## src/logic/dcache_pkg.sv

```systemverilog
package dcache_pkg;

    // widths shared by the cache, the miss buffer and the core side
    localparam int xlen = 32;

    localparam int set_count = 8;
    localparam int set_bits = 3;
    localparam int way_count = 4;
    localparam int way_bits = 2;

    localparam int offset_bits = 3;
    localparam int tag_bits = xlen - set_bits - offset_bits;
    localparam int block_bits = 64;

    localparam int miss_entries = 4;
    localparam int miss_ptr_bits = 2;

    // memory tag zero is never handed out
    localparam int mem_tag_bits = 4;

    localparam int prf_bits = 6;
    localparam int rob_bits = 5;

    typedef enum logic [1:0] {
        mem_byte = 2'h0,
        mem_half = 2'h1,
        mem_word = 2'h2
    } mem_size_t;

    typedef enum logic {
        bus_none = 1'b0,
        bus_load = 1'b1
    } bus_command_t;

    typedef struct packed {
        logic [tag_bits-1:0]    tag;
        logic [set_bits-1:0]    set;
        logic [offset_bits-1:0] offset;
    } cache_addr_t;

    typedef struct packed {
        logic [xlen-1:0]     pc;
        logic [prf_bits-1:0] prf_idx;
        logic [rob_bits-1:0] rob_idx;
        cache_addr_t         addr;
        mem_size_t           mem_size;
        logic                load_signed;
    } load_request_t;

    typedef struct packed {
        logic [xlen-1:0]     pc;
        logic [prf_bits-1:0] prf_idx;
        logic [rob_bits-1:0] rob_idx;
        logic [xlen-1:0]     value;
    } cdb_result_t;

    // block read toward memory with a zero offset
    typedef struct packed {
        bus_command_t    command;
        logic [xlen-1:0] addr;
    } mem_request_t;

    typedef struct packed {
        logic [block_bits-1:0]   data;
        logic [mem_tag_bits-1:0] tag;
    } mem_return_t;

    typedef struct packed {
        logic [set_bits-1:0]   set;
        logic [way_bits-1:0]   way;
        logic [tag_bits-1:0]   tag;
        logic [block_bits-1:0] data;
    } fill_t;

    typedef struct packed {
        load_request_t         req;
        logic [block_bits-1:0] block;
    } miss_head_t;

endpackage

```

## src/logic/tree_plru.sv

```systemverilog
`timescale 1ns/1ps

module tree_plru (
    input  logic                          clock,
    input  logic                          arst_n,
    input  logic [dcache_pkg::set_bits-1:0] lookup_set,
    input  logic                          touch_valid,
    input  logic [dcache_pkg::set_bits-1:0] touch_set,
    input  logic [dcache_pkg::way_bits-1:0] touch_way,
    output logic [dcache_pkg::way_bits-1:0] victim_way
);
    import dcache_pkg::*;

    // in each set bit 0 picks the half, bit 1 the left pair and bit 2 the right pair
    //
    //          [0]
    //         /   \
    //       [1]   [2]
    //      /  \   /  \
    //     0   1  2    3
    logic [set_count-1:0][2:0] tree_q;
    logic [2:0]                lookup_bits;

    assign lookup_bits = tree_q[lookup_set];

    // follow the bits down to the least recently used leaf
    always_comb begin
        if (lookup_bits[0]) begin
            victim_way = {1'b1, lookup_bits[2]};
        end else begin
            victim_way = {1'b0, lookup_bits[1]};
        end
    end

    // point every node on the touched path at the other side
    always_ff @(posedge clock or negedge arst_n) begin
        if (!arst_n) begin
            tree_q <= '0;
        end else if (touch_valid) begin
            tree_q[touch_set][0] <= ~touch_way[1];
            if (touch_way[1]) begin
                tree_q[touch_set][2] <= ~touch_way[0];
            end else begin
                tree_q[touch_set][1] <= ~touch_way[0];
            end
        end
    end

    // hit way and fill way both arrive from other blocks
    assert property (@(posedge clock) disable iff (!arst_n)
        touch_valid |-> !$isunknown(touch_way))
    else $error("tree_plru: touch with unknown way");

endmodule

```

## src/logic/tag_data_array.sv

```systemverilog
`timescale 1ns/1ps

module tag_data_array (
    input  logic                              clock,
    input  logic                              arst_n,
    input  dcache_pkg::cache_addr_t           lookup_addr,
    input  logic                              lookup_valid,
    output logic                              hit,
    output logic [dcache_pkg::way_bits-1:0]   hit_way,
    output logic [dcache_pkg::block_bits-1:0] hit_block,
    input  logic                              fill_valid,
    input  dcache_pkg::fill_t                 fill
);
    import dcache_pkg::*;

    logic [set_count-1:0][way_count-1:0] valid_q;
    logic [tag_bits-1:0]                 tag_mem [set_count][way_count];
    logic [block_bits-1:0]               data_mem [set_count][way_count];

    logic [way_count-1:0] match;
    logic [way_count-1:0] fill_match;
    logic [way_bits-1:0]  fill_way;

    // compare every way of the addressed set
    always_comb begin
        hit_way = '0;
        for (int w = 0; w < way_count; w++) begin
            match[w] = valid_q[lookup_addr.set][w]
                && (tag_mem[lookup_addr.set][w] == lookup_addr.tag);
            if (match[w]) begin
                hit_way = way_bits'(w);
            end
        end
    end

    assign hit = lookup_valid && (|match);
    assign hit_block = data_mem[lookup_addr.set][hit_way];

    // two misses to one block both fill into a single way
    always_comb begin
        fill_way = fill.way;
        for (int w = 0; w < way_count; w++) begin
            fill_match[w] = valid_q[fill.set][w] && (tag_mem[fill.set][w] == fill.tag);
            if (fill_match[w]) begin
                fill_way = way_bits'(w);
            end
        end
    end

    always_ff @(posedge clock or negedge arst_n) begin
        if (!arst_n) begin
            valid_q <= '0;
        end else if (fill_valid) begin
            valid_q[fill.set][fill_way] <= 1'b1;
        end
    end

    always_ff @(posedge clock) begin
        if (fill_valid) begin
            tag_mem[fill.set][fill_way] <= fill.tag;
            data_mem[fill.set][fill_way] <= fill.data;
        end
    end

    assert property (@(posedge clock) disable iff (!arst_n)
        lookup_valid |-> $onehot0(match))
    else $error("tag_data_array: block present in more than one way");

endmodule

```

## src/logic/load_miss_buffer.sv

```systemverilog
`timescale 1ns/1ps

module load_miss_buffer (
    input  logic                                clock,
    input  logic                                arst_n,
    input  logic                                flush,
    input  logic                                alloc_valid,
    input  dcache_pkg::load_request_t           alloc_req,
    input  logic [dcache_pkg::way_bits-1:0]     alloc_way,
    input  logic                                hit_busy,
    output dcache_pkg::mem_request_t            mem_req,
    input  logic                                mem_ack_valid,
    input  logic [dcache_pkg::mem_tag_bits-1:0] mem_ack_tag,
    input  dcache_pkg::mem_return_t             mem_return,
    output logic                                head_ready,
    output dcache_pkg::miss_head_t              head,
    output logic                                fill_valid,
    output dcache_pkg::fill_t                   fill,
    output logic                                full
);
    import dcache_pkg::*;

    typedef struct packed {
        load_request_t           req;
        logic [way_bits-1:0]     way;
        logic [mem_tag_bits-1:0] mem_tag;
        logic [block_bits-1:0]   block;
    } entry_t;

    entry_t                   entry_q [miss_entries];
    logic [miss_entries-1:0]  valid_q;
    logic [miss_entries-1:0]  sent_q;
    logic [miss_entries-1:0]  done_q;
    logic [miss_ptr_bits-1:0] head_ptr;
    logic [miss_ptr_bits-1:0] send_ptr;
    logic [miss_ptr_bits-1:0] tail_ptr;

    logic                    send_pending;
    logic                    ack_take;
    logic                    retire;
    logic [miss_entries-1:0] ret_match;
    entry_t                  send_entry;
    entry_t                  head_entry;

    // entries run from head up to tail, so a valid tail slot means full
    assign full = valid_q[tail_ptr];

    assign send_entry = entry_q[send_ptr];
    assign send_pending = valid_q[send_ptr] && !sent_q[send_ptr];
    assign ack_take = send_pending && mem_ack_valid && (mem_ack_tag != '0);

    always_comb begin
        mem_req.command = send_pending ? bus_load : bus_none;
        if (send_pending) begin
            mem_req.addr = {send_entry.req.addr.tag, send_entry.req.addr.set,
                            {offset_bits{1'b0}}};
        end else begin
            mem_req.addr = '0;
        end
    end

    // a returned block completes every entry waiting on its tag
    always_comb begin
        for (int i = 0; i < miss_entries; i++) begin
            ret_match[i] = valid_q[i] && sent_q[i] && !done_q[i]
                && (mem_return.tag != '0) && (entry_q[i].mem_tag == mem_return.tag);
        end
    end

    assign head_entry = entry_q[head_ptr];
    assign head_ready = valid_q[head_ptr] && done_q[head_ptr];
    // the result bus belongs to a hit first
    assign retire = head_ready && !hit_busy;

    assign head.req = head_entry.req;
    assign head.block = head_entry.block;

    assign fill_valid = retire;
    assign fill.set = head_entry.req.addr.set;
    assign fill.way = head_entry.way;
    assign fill.tag = head_entry.req.addr.tag;
    assign fill.data = head_entry.block;

    always_ff @(posedge clock or negedge arst_n) begin
        if (!arst_n) begin
            valid_q <= '0;
            sent_q <= '0;
            done_q <= '0;
            head_ptr <= '0;
            send_ptr <= '0;
            tail_ptr <= '0;
        end else if (flush) begin
            valid_q <= '0;
            sent_q <= '0;
            done_q <= '0;
            head_ptr <= '0;
            send_ptr <= '0;
            tail_ptr <= '0;
        end else begin
            done_q <= done_q | ret_match;
            if (alloc_valid) begin
                valid_q[tail_ptr] <= 1'b1;
                sent_q[tail_ptr] <= 1'b0;
                done_q[tail_ptr] <= 1'b0;
                tail_ptr <= tail_ptr + 1'b1;
            end
            if (ack_take) begin
                sent_q[send_ptr] <= 1'b1;
                send_ptr <= send_ptr + 1'b1;
            end
            if (retire) begin
                valid_q[head_ptr] <= 1'b0;
                head_ptr <= head_ptr + 1'b1;
            end
        end
    end

    always_ff @(posedge clock) begin
        if (alloc_valid) begin
            entry_q[tail_ptr].req <= alloc_req;
            entry_q[tail_ptr].way <= alloc_way;
        end
        if (ack_take) begin
            entry_q[send_ptr].mem_tag <= mem_ack_tag;
        end
        for (int i = 0; i < miss_entries; i++) begin
            if (ret_match[i]) begin
                entry_q[i].block <= mem_return.data;
            end
        end
    end

    assert property (@(posedge clock) disable iff (!arst_n)
        alloc_valid |-> !full)
    else $error("load_miss_buffer: allocation while full");

    // between send and tail sit only allocated, unsent entries
    assert property (@(posedge clock) disable iff (!arst_n)
        (send_ptr != tail_ptr) |-> (valid_q[send_ptr] && !sent_q[send_ptr]))
    else $error("load_miss_buffer: send pointer ahead of tail");

endmodule

```

## src/logic/load_writeback.sv

```systemverilog
`timescale 1ns/1ps

module load_writeback (
    input  logic                              hit,
    input  dcache_pkg::load_request_t         hit_req,
    input  logic [dcache_pkg::block_bits-1:0] hit_block,
    input  logic                              head_ready,
    input  dcache_pkg::miss_head_t            head,
    output logic                              cdb_valid,
    output dcache_pkg::cdb_result_t           cdb
);
    import dcache_pkg::*;

    // pick the word, then the byte or half, then extend
    function automatic logic [xlen-1:0] format_value(load_request_t req,
                                                     logic [block_bits-1:0] block);
        logic [31:0] word;
        logic [7:0]  byte_val;
        logic [15:0] half_val;
        word = req.addr.offset[2] ? block[63:32] : block[31:0];
        byte_val = word[8*req.addr.offset[1:0] +: 8];
        half_val = word[16*req.addr.offset[1] +: 16];
        case (req.mem_size)
            mem_byte: begin
                format_value = req.load_signed ? {{(xlen-8){byte_val[7]}}, byte_val}
                                               : {{(xlen-8){1'b0}}, byte_val};
            end
            mem_half: begin
                format_value = req.load_signed ? {{(xlen-16){half_val[15]}}, half_val}
                                               : {{(xlen-16){1'b0}}, half_val};
            end
            default: format_value = word;
        endcase
    endfunction

    always_comb begin
        cdb = '0;
        cdb_valid = hit || head_ready;
        if (hit) begin
            cdb.pc = hit_req.pc;
            cdb.prf_idx = hit_req.prf_idx;
            cdb.rob_idx = hit_req.rob_idx;
            cdb.value = format_value(hit_req, hit_block);
        end else if (head_ready) begin
            cdb.pc = head.req.pc;
            cdb.prf_idx = head.req.prf_idx;
            cdb.rob_idx = head.req.rob_idx;
            cdb.value = format_value(head.req, head.block);
        end
    end

endmodule

```

## src/logic/dcache.sv

```systemverilog
`timescale 1ns/1ps

module dcache (
    input  logic                                clock,
    input  logic                                arst_n,
    input  logic                                load_valid,
    input  dcache_pkg::load_request_t           load_req,
    input  logic                                mem_ack_valid,
    input  logic [dcache_pkg::mem_tag_bits-1:0] mem_ack_tag,
    input  dcache_pkg::mem_return_t             mem_return,
    input  logic                                commit_mis_pred,
    output logic                                cdb_valid,
    output dcache_pkg::cdb_result_t             cdb,
    output dcache_pkg::mem_request_t            mem_req,
    output logic                                miss_buffer_full
);
    import dcache_pkg::*;

    logic                  hit;
    logic [way_bits-1:0]   hit_way;
    logic [block_bits-1:0] hit_block;
    logic [way_bits-1:0]   victim_way;
    logic                  alloc_valid;
    logic                  head_ready;
    miss_head_t            head;
    logic                  fill_valid;
    fill_t                 fill;

    logic                  touch_valid;
    logic [set_bits-1:0]   touch_set;
    logic [way_bits-1:0]   touch_way;

    assign alloc_valid = load_valid && !hit;

    // a fill only retires when no hit is present, so one touch port is enough
    assign touch_valid = hit || fill_valid;
    assign touch_set = hit ? load_req.addr.set : fill.set;
    assign touch_way = hit ? hit_way : fill.way;

    tree_plru tree_plru_inst (
        .clock       (clock),
        .arst_n      (arst_n),
        .lookup_set  (load_req.addr.set),
        .touch_valid (touch_valid),
        .touch_set   (touch_set),
        .touch_way   (touch_way),
        .victim_way  (victim_way)
    );

    tag_data_array tag_data_array_inst (
        .clock        (clock),
        .arst_n       (arst_n),
        .lookup_addr  (load_req.addr),
        .lookup_valid (load_valid),
        .hit          (hit),
        .hit_way      (hit_way),
        .hit_block    (hit_block),
        .fill_valid   (fill_valid),
        .fill         (fill)
    );

    load_miss_buffer load_miss_buffer_inst (
        .clock         (clock),
        .arst_n        (arst_n),
        .flush         (commit_mis_pred),
        .alloc_valid   (alloc_valid),
        .alloc_req     (load_req),
        .alloc_way     (victim_way),
        .hit_busy      (hit),
        .mem_req       (mem_req),
        .mem_ack_valid (mem_ack_valid),
        .mem_ack_tag   (mem_ack_tag),
        .mem_return    (mem_return),
        .head_ready    (head_ready),
        .head          (head),
        .fill_valid    (fill_valid),
        .fill          (fill),
        .full          (miss_buffer_full)
    );

    load_writeback load_writeback_inst (
        .hit        (hit),
        .hit_req    (load_req),
        .hit_block  (hit_block),
        .head_ready (head_ready),
        .head       (head),
        .cdb_valid  (cdb_valid),
        .cdb        (cdb)
    );

endmodule

```

## config.mk

```make
export PLATFORM = sky130hd
export DESIGN_NAME = dcache
export DESIGN_NICKNAME = d
export VERILOG_FILES = /design/src/logic/dcache_pkg.sv /design/src/logic/tree_plru.sv /design/src/logic/tag_data_array.sv /design/src/logic/load_miss_buffer.sv /design/src/logic/load_writeback.sv /design/src/logic/dcache.sv
export SDC_FILE = /design/constraint.sdc
export NUM_CORES = 2
export LEC_CHECK = 0
export BUFFER_PORTS_ARGS = -buffer_cell sky130_fd_sc_hd__buf_2
export CAP_MARGIN = 25
export CORE_MARGIN = 2
export CORE_UTILIZATION = 57
export CTS_BUF_LIST = sky130_fd_sc_hd__clkbuf_8 sky130_fd_sc_hd__clkbuf_16
export CTS_CLUSTER_SIZE = 16
export DETAILED_ROUTE_END_ITERATION = 6
export GPL_ROUTABILITY_DRIVEN = 0
export PLACE_DENSITY = 0.79
export SYNTH_ARGS = -nofsm -noshare
export SYNTH_HDL_FRONTEND = slang
export SYNTH_SLANG_ARGS = --single-unit
```

## constraint.sdc

```tcl
create_clock -name clock -period 12.86 [get_ports clock]
set_clock_uncertainty 0.15 [all_clocks]
set_input_delay 1.286 -clock clock [delete_from_list [all_inputs] [get_ports clock]]
set_output_delay 1.286 -clock clock [all_outputs]
set_load 0.02 [all_outputs]
```

==> impl_metrics.ini <==
[status]
status = complete, but fails checks
violations = DRC

[power]
combPwrFrac_pct = 6.6
power.density_nw_per_um2 = 148
intPower_mw = 19.0
totalPowerFinal_mw = 24.4
ir_drop_mv = 0.175
p_clk_share_pct = 41.5
p_leak_nw = 54.0
power_frac_seq_pct = 51.9
p_sw_share_pct = 22.1
power_switching_mw = 5.40

[global_route]
grt_pass1_wl_um = 635000
grt.overflow.total = 0
antenna_found_initial = 28
grt_pass1_vias = 86100
grtUsageTotal_pct = 34.0
grt_max_degree = 147

[floorplan]
rows = 187
die_y_um = 514
start_util_pct = 57.2
core_area_sq_um = 259000
io_pins = 265
die_area_sq_um = 264000
fp.dieW_um = 514

[setup_path]
startpoint_type = primary input
critPathCaptureType = output port
worstSetupPathType = primary input to output port
worst-endpoint-required_ps = 11420
arrival_ps = 8850
cp_max_fo = 88

[drt]
route.met2.wl_um = 203000
ant_nets = 0
wl_met3_um = 70400
drtPass1Iterations = 7
drt_iter0_drc = 17000
drcViolationCount = 35
dr_total_vias = 87400
routedWlPerCell_um = 38.5
wl_met1_um = 145000
wl_um = 453000
viasPerCell = 7.43
highest_layer = met5

[layout]
instances_no_fill = 11800
syn2layout_area_growth_pct = 11.5
drive_above_1_share_pct = 25.7
n_fill_cell = 16400
final_net_count = 8250

[cts]
cts_buffers = 351
clk_latency_ps = 980
htree_num_levels = 5
cts_buffer_depth = 4
clk_pin_slew_ps = 70
cts_tree = yes
cts_root_buffer = clkbuf_16
clock-sinks = 3546
post_cts_buffers = 0

[synthesis]
yosys.cell_types.count = 95
synthTopCellsByArea = edfxtp_1, mux4_2, mux2i_1, nand2_1, dfrtp_1
synth-edff-count = 3472
yosys_most_used_dff = edfxtp_1
synth-async-reset-ratio_pct = 2.09
netlist_area_sq_um = 148000
syn_area_per_cell_sq_um = 19.2
syn_inst = 7739
synth_top_area_share_pct = 70.3
yosysSeqAreaShare_pct = 71.6
yosys.area.top_type = edfxtp_1
yosys_warnings = 0
synth_seq_cells = 3546

[timing]
hold_viol = 0
setup_viol = 0
min_period_ps = 10290
finalMaxSlewViolations = 0
layout_setup_ws_ps = 2570
fin_setup_tns_ps = 0
relSlewSlack_pct = 8.53
period_share_pct = 80.0
rsz0062_at_grt = false
worst_slew_pin_slew_ps = 1370
hold_slack_ps = 328
fmax_ghz = 0.0972

[place]
hpwl_um = 250000
dpl_worst_slack_ps = 3120
numPortBuffers = 261
dpl.cell_count = 11100

[worst_hold_path]
min_path_type = register to register

[job]
drv_cap = 0
stage by stage:
stage	cell area [sq um]	util [%]
after floorplan	148000	-
after global placement	154000	59.4
after detailed placement	154000	59.4
after CTS	165000	63.7
after global routing	165000	63.8
final	165000	63.8
power groups by stage:
| stage | Clock, mW | Combinational [mW] | Sequential, mW |
|---|---|---|---|
| 4_1_cts | 10.1 | 1.53 | 12.7 |
| 3_3_place_gp | 0 | 1.49 | 12.9 |
| 2_1_floorplan | 0 | 0.960 | 12.9 |
| 5_1_grt | 10.5 | 1.64 | 12.7 |
| 6_report | 10.1 | 1.61 | 12.7 |
| 3_5_place_dp | 0 | 1.52 | 12.9 |
worst max-delay path, cell delays in order:
cell      delay [ps]
buf_8            630
buf_4            790
mux4_2           410
mux2i_1          290
xor2_1           370
nand3_1          140
nor4_1           710
nand4_1          870
buf_4            560
o211ai_1         230
a21oi_1           70
a221oi_1        1080
mux4_2           520
a221oi_1          80
o21ai_0          470
buf_2            260
kinds of logic after synthesis:
kind of cell	after synthesis	share of synthesized area, %
AOI/OAI and AO/OA	805	3.86
other	1	0.00253
and+or+nand+nor	1216	3.91
adders and majority gates	12	0.101
xor gates and xnor gates	168	0.993
buffers and inverters	533	1.65
muxes	1458	17.9
DFF	3546	71.6
cell usage in the layout (no fill, tap or decap), types with 88 or more instances in the layout:
cell type,synthesis,final
o221ai_1,93,93
nor2_1,215,184
buf_4,45,188
edfxtp_1,3472,3472
mux2i_1,404,404
a21oi_1,134,134
buf_2,127,259
nand2_1,557,557
xnor2_1,101,101
mux2_2,112,110
o21ai_0,98,96
clkbuf_16,0,354
inv_1,32,88
mux4_2,941,938
sequential cells by signal, summed over array words and instances, names as in the netlist:
signal / count
load_miss_buffer_inst.done_q: 4
load_miss_buffer_inst.entry_q: 592
load_miss_buffer_inst.head_ptr: 2
load_miss_buffer_inst.send_ptr: 2
load_miss_buffer_inst.sent_q: 4
load_miss_buffer_inst.tail_ptr: 2
load_miss_buffer_inst.valid_q: 4
tag_data_array_inst.data_mem: 2048
tag_data_array_inst.tag_mem: 832
tag_data_array_inst.valid_q: 32
tree_plru_inst.tree_q: 24
layer usage:
metal,global-route usage [%],vias to the layer above
li1,-,32700
met4,20.3,22
met5,0,-
met2,50.7,8725
met3,11.8,1892
met1,43.6,44100
repair_timing:
action | 4_1_cts | 5_1_grt
endpoints found under the setup margin | 0 | 0
hold buffers | 1 | 0
endpoints found under the hold margin | 6 | 0
resized for setup | 0 | 0
area by class of cell:
cell class	count	area, sq um	area share (%)
Sequential cell	3546	106000	64.2
Multi-Input combinational cell	3662	40100	24.2
Clock buffer	365	9010	5.45
Tap cell	3402	4260	2.58
Timing Repair Buffer	488	3510	2.12
Clock inverter	241	2110	1.28
Inverter	34	145	0.0878
Antenna cell	23	57.6	0.0348
synth_stat cells (76+ instances only):
cell and instances:
edfxtp_1 3472, mux4_2 941, nand2_1 557, mux2i_1 404
clkbuf_1 254, nor2_1 215, a21oi_1 134, buf_2 127
mux2_2 112, xnor2_1 101, o21ai_0 98, o221ai_1 93
o22ai_1 80, a22oi_1 76
final timing paths:
check / start / endpoint / slack (ps) / cells after the start
min in group asynchronous: arst_n / tag_data_array_inst.valid_q[31]$_DFFE_PN0P_ / 610 / 2
setup reg to reg: load_miss_buffer_inst.head_ptr[0]$_DFFE_PN0P_ / tag_data_array_inst.data_mem[4][156]$_DFFE_PP_ / 3300 / 14
setup / recovery: load_req[7] / cdb[11] / 2570 / 16
max in group asynchronous: arst_n / tag_data_array_inst.valid_q[8]$_DFFE_PN0P_ / 11150 / 4
hold reg to reg: tree_plru_inst.tree_q[6]$_DFFE_PN0P_ / tree_plru_inst.tree_q[6]$_DFFE_PN0P_ / 330 / 1
hold / removal: tree_plru_inst.tree_q[6]$_DFFE_PN0P_ / tree_plru_inst.tree_q[6]$_DFFE_PN0P_ / 330 / 1
No activity file was read; power rests on OpenSTA's default activity.
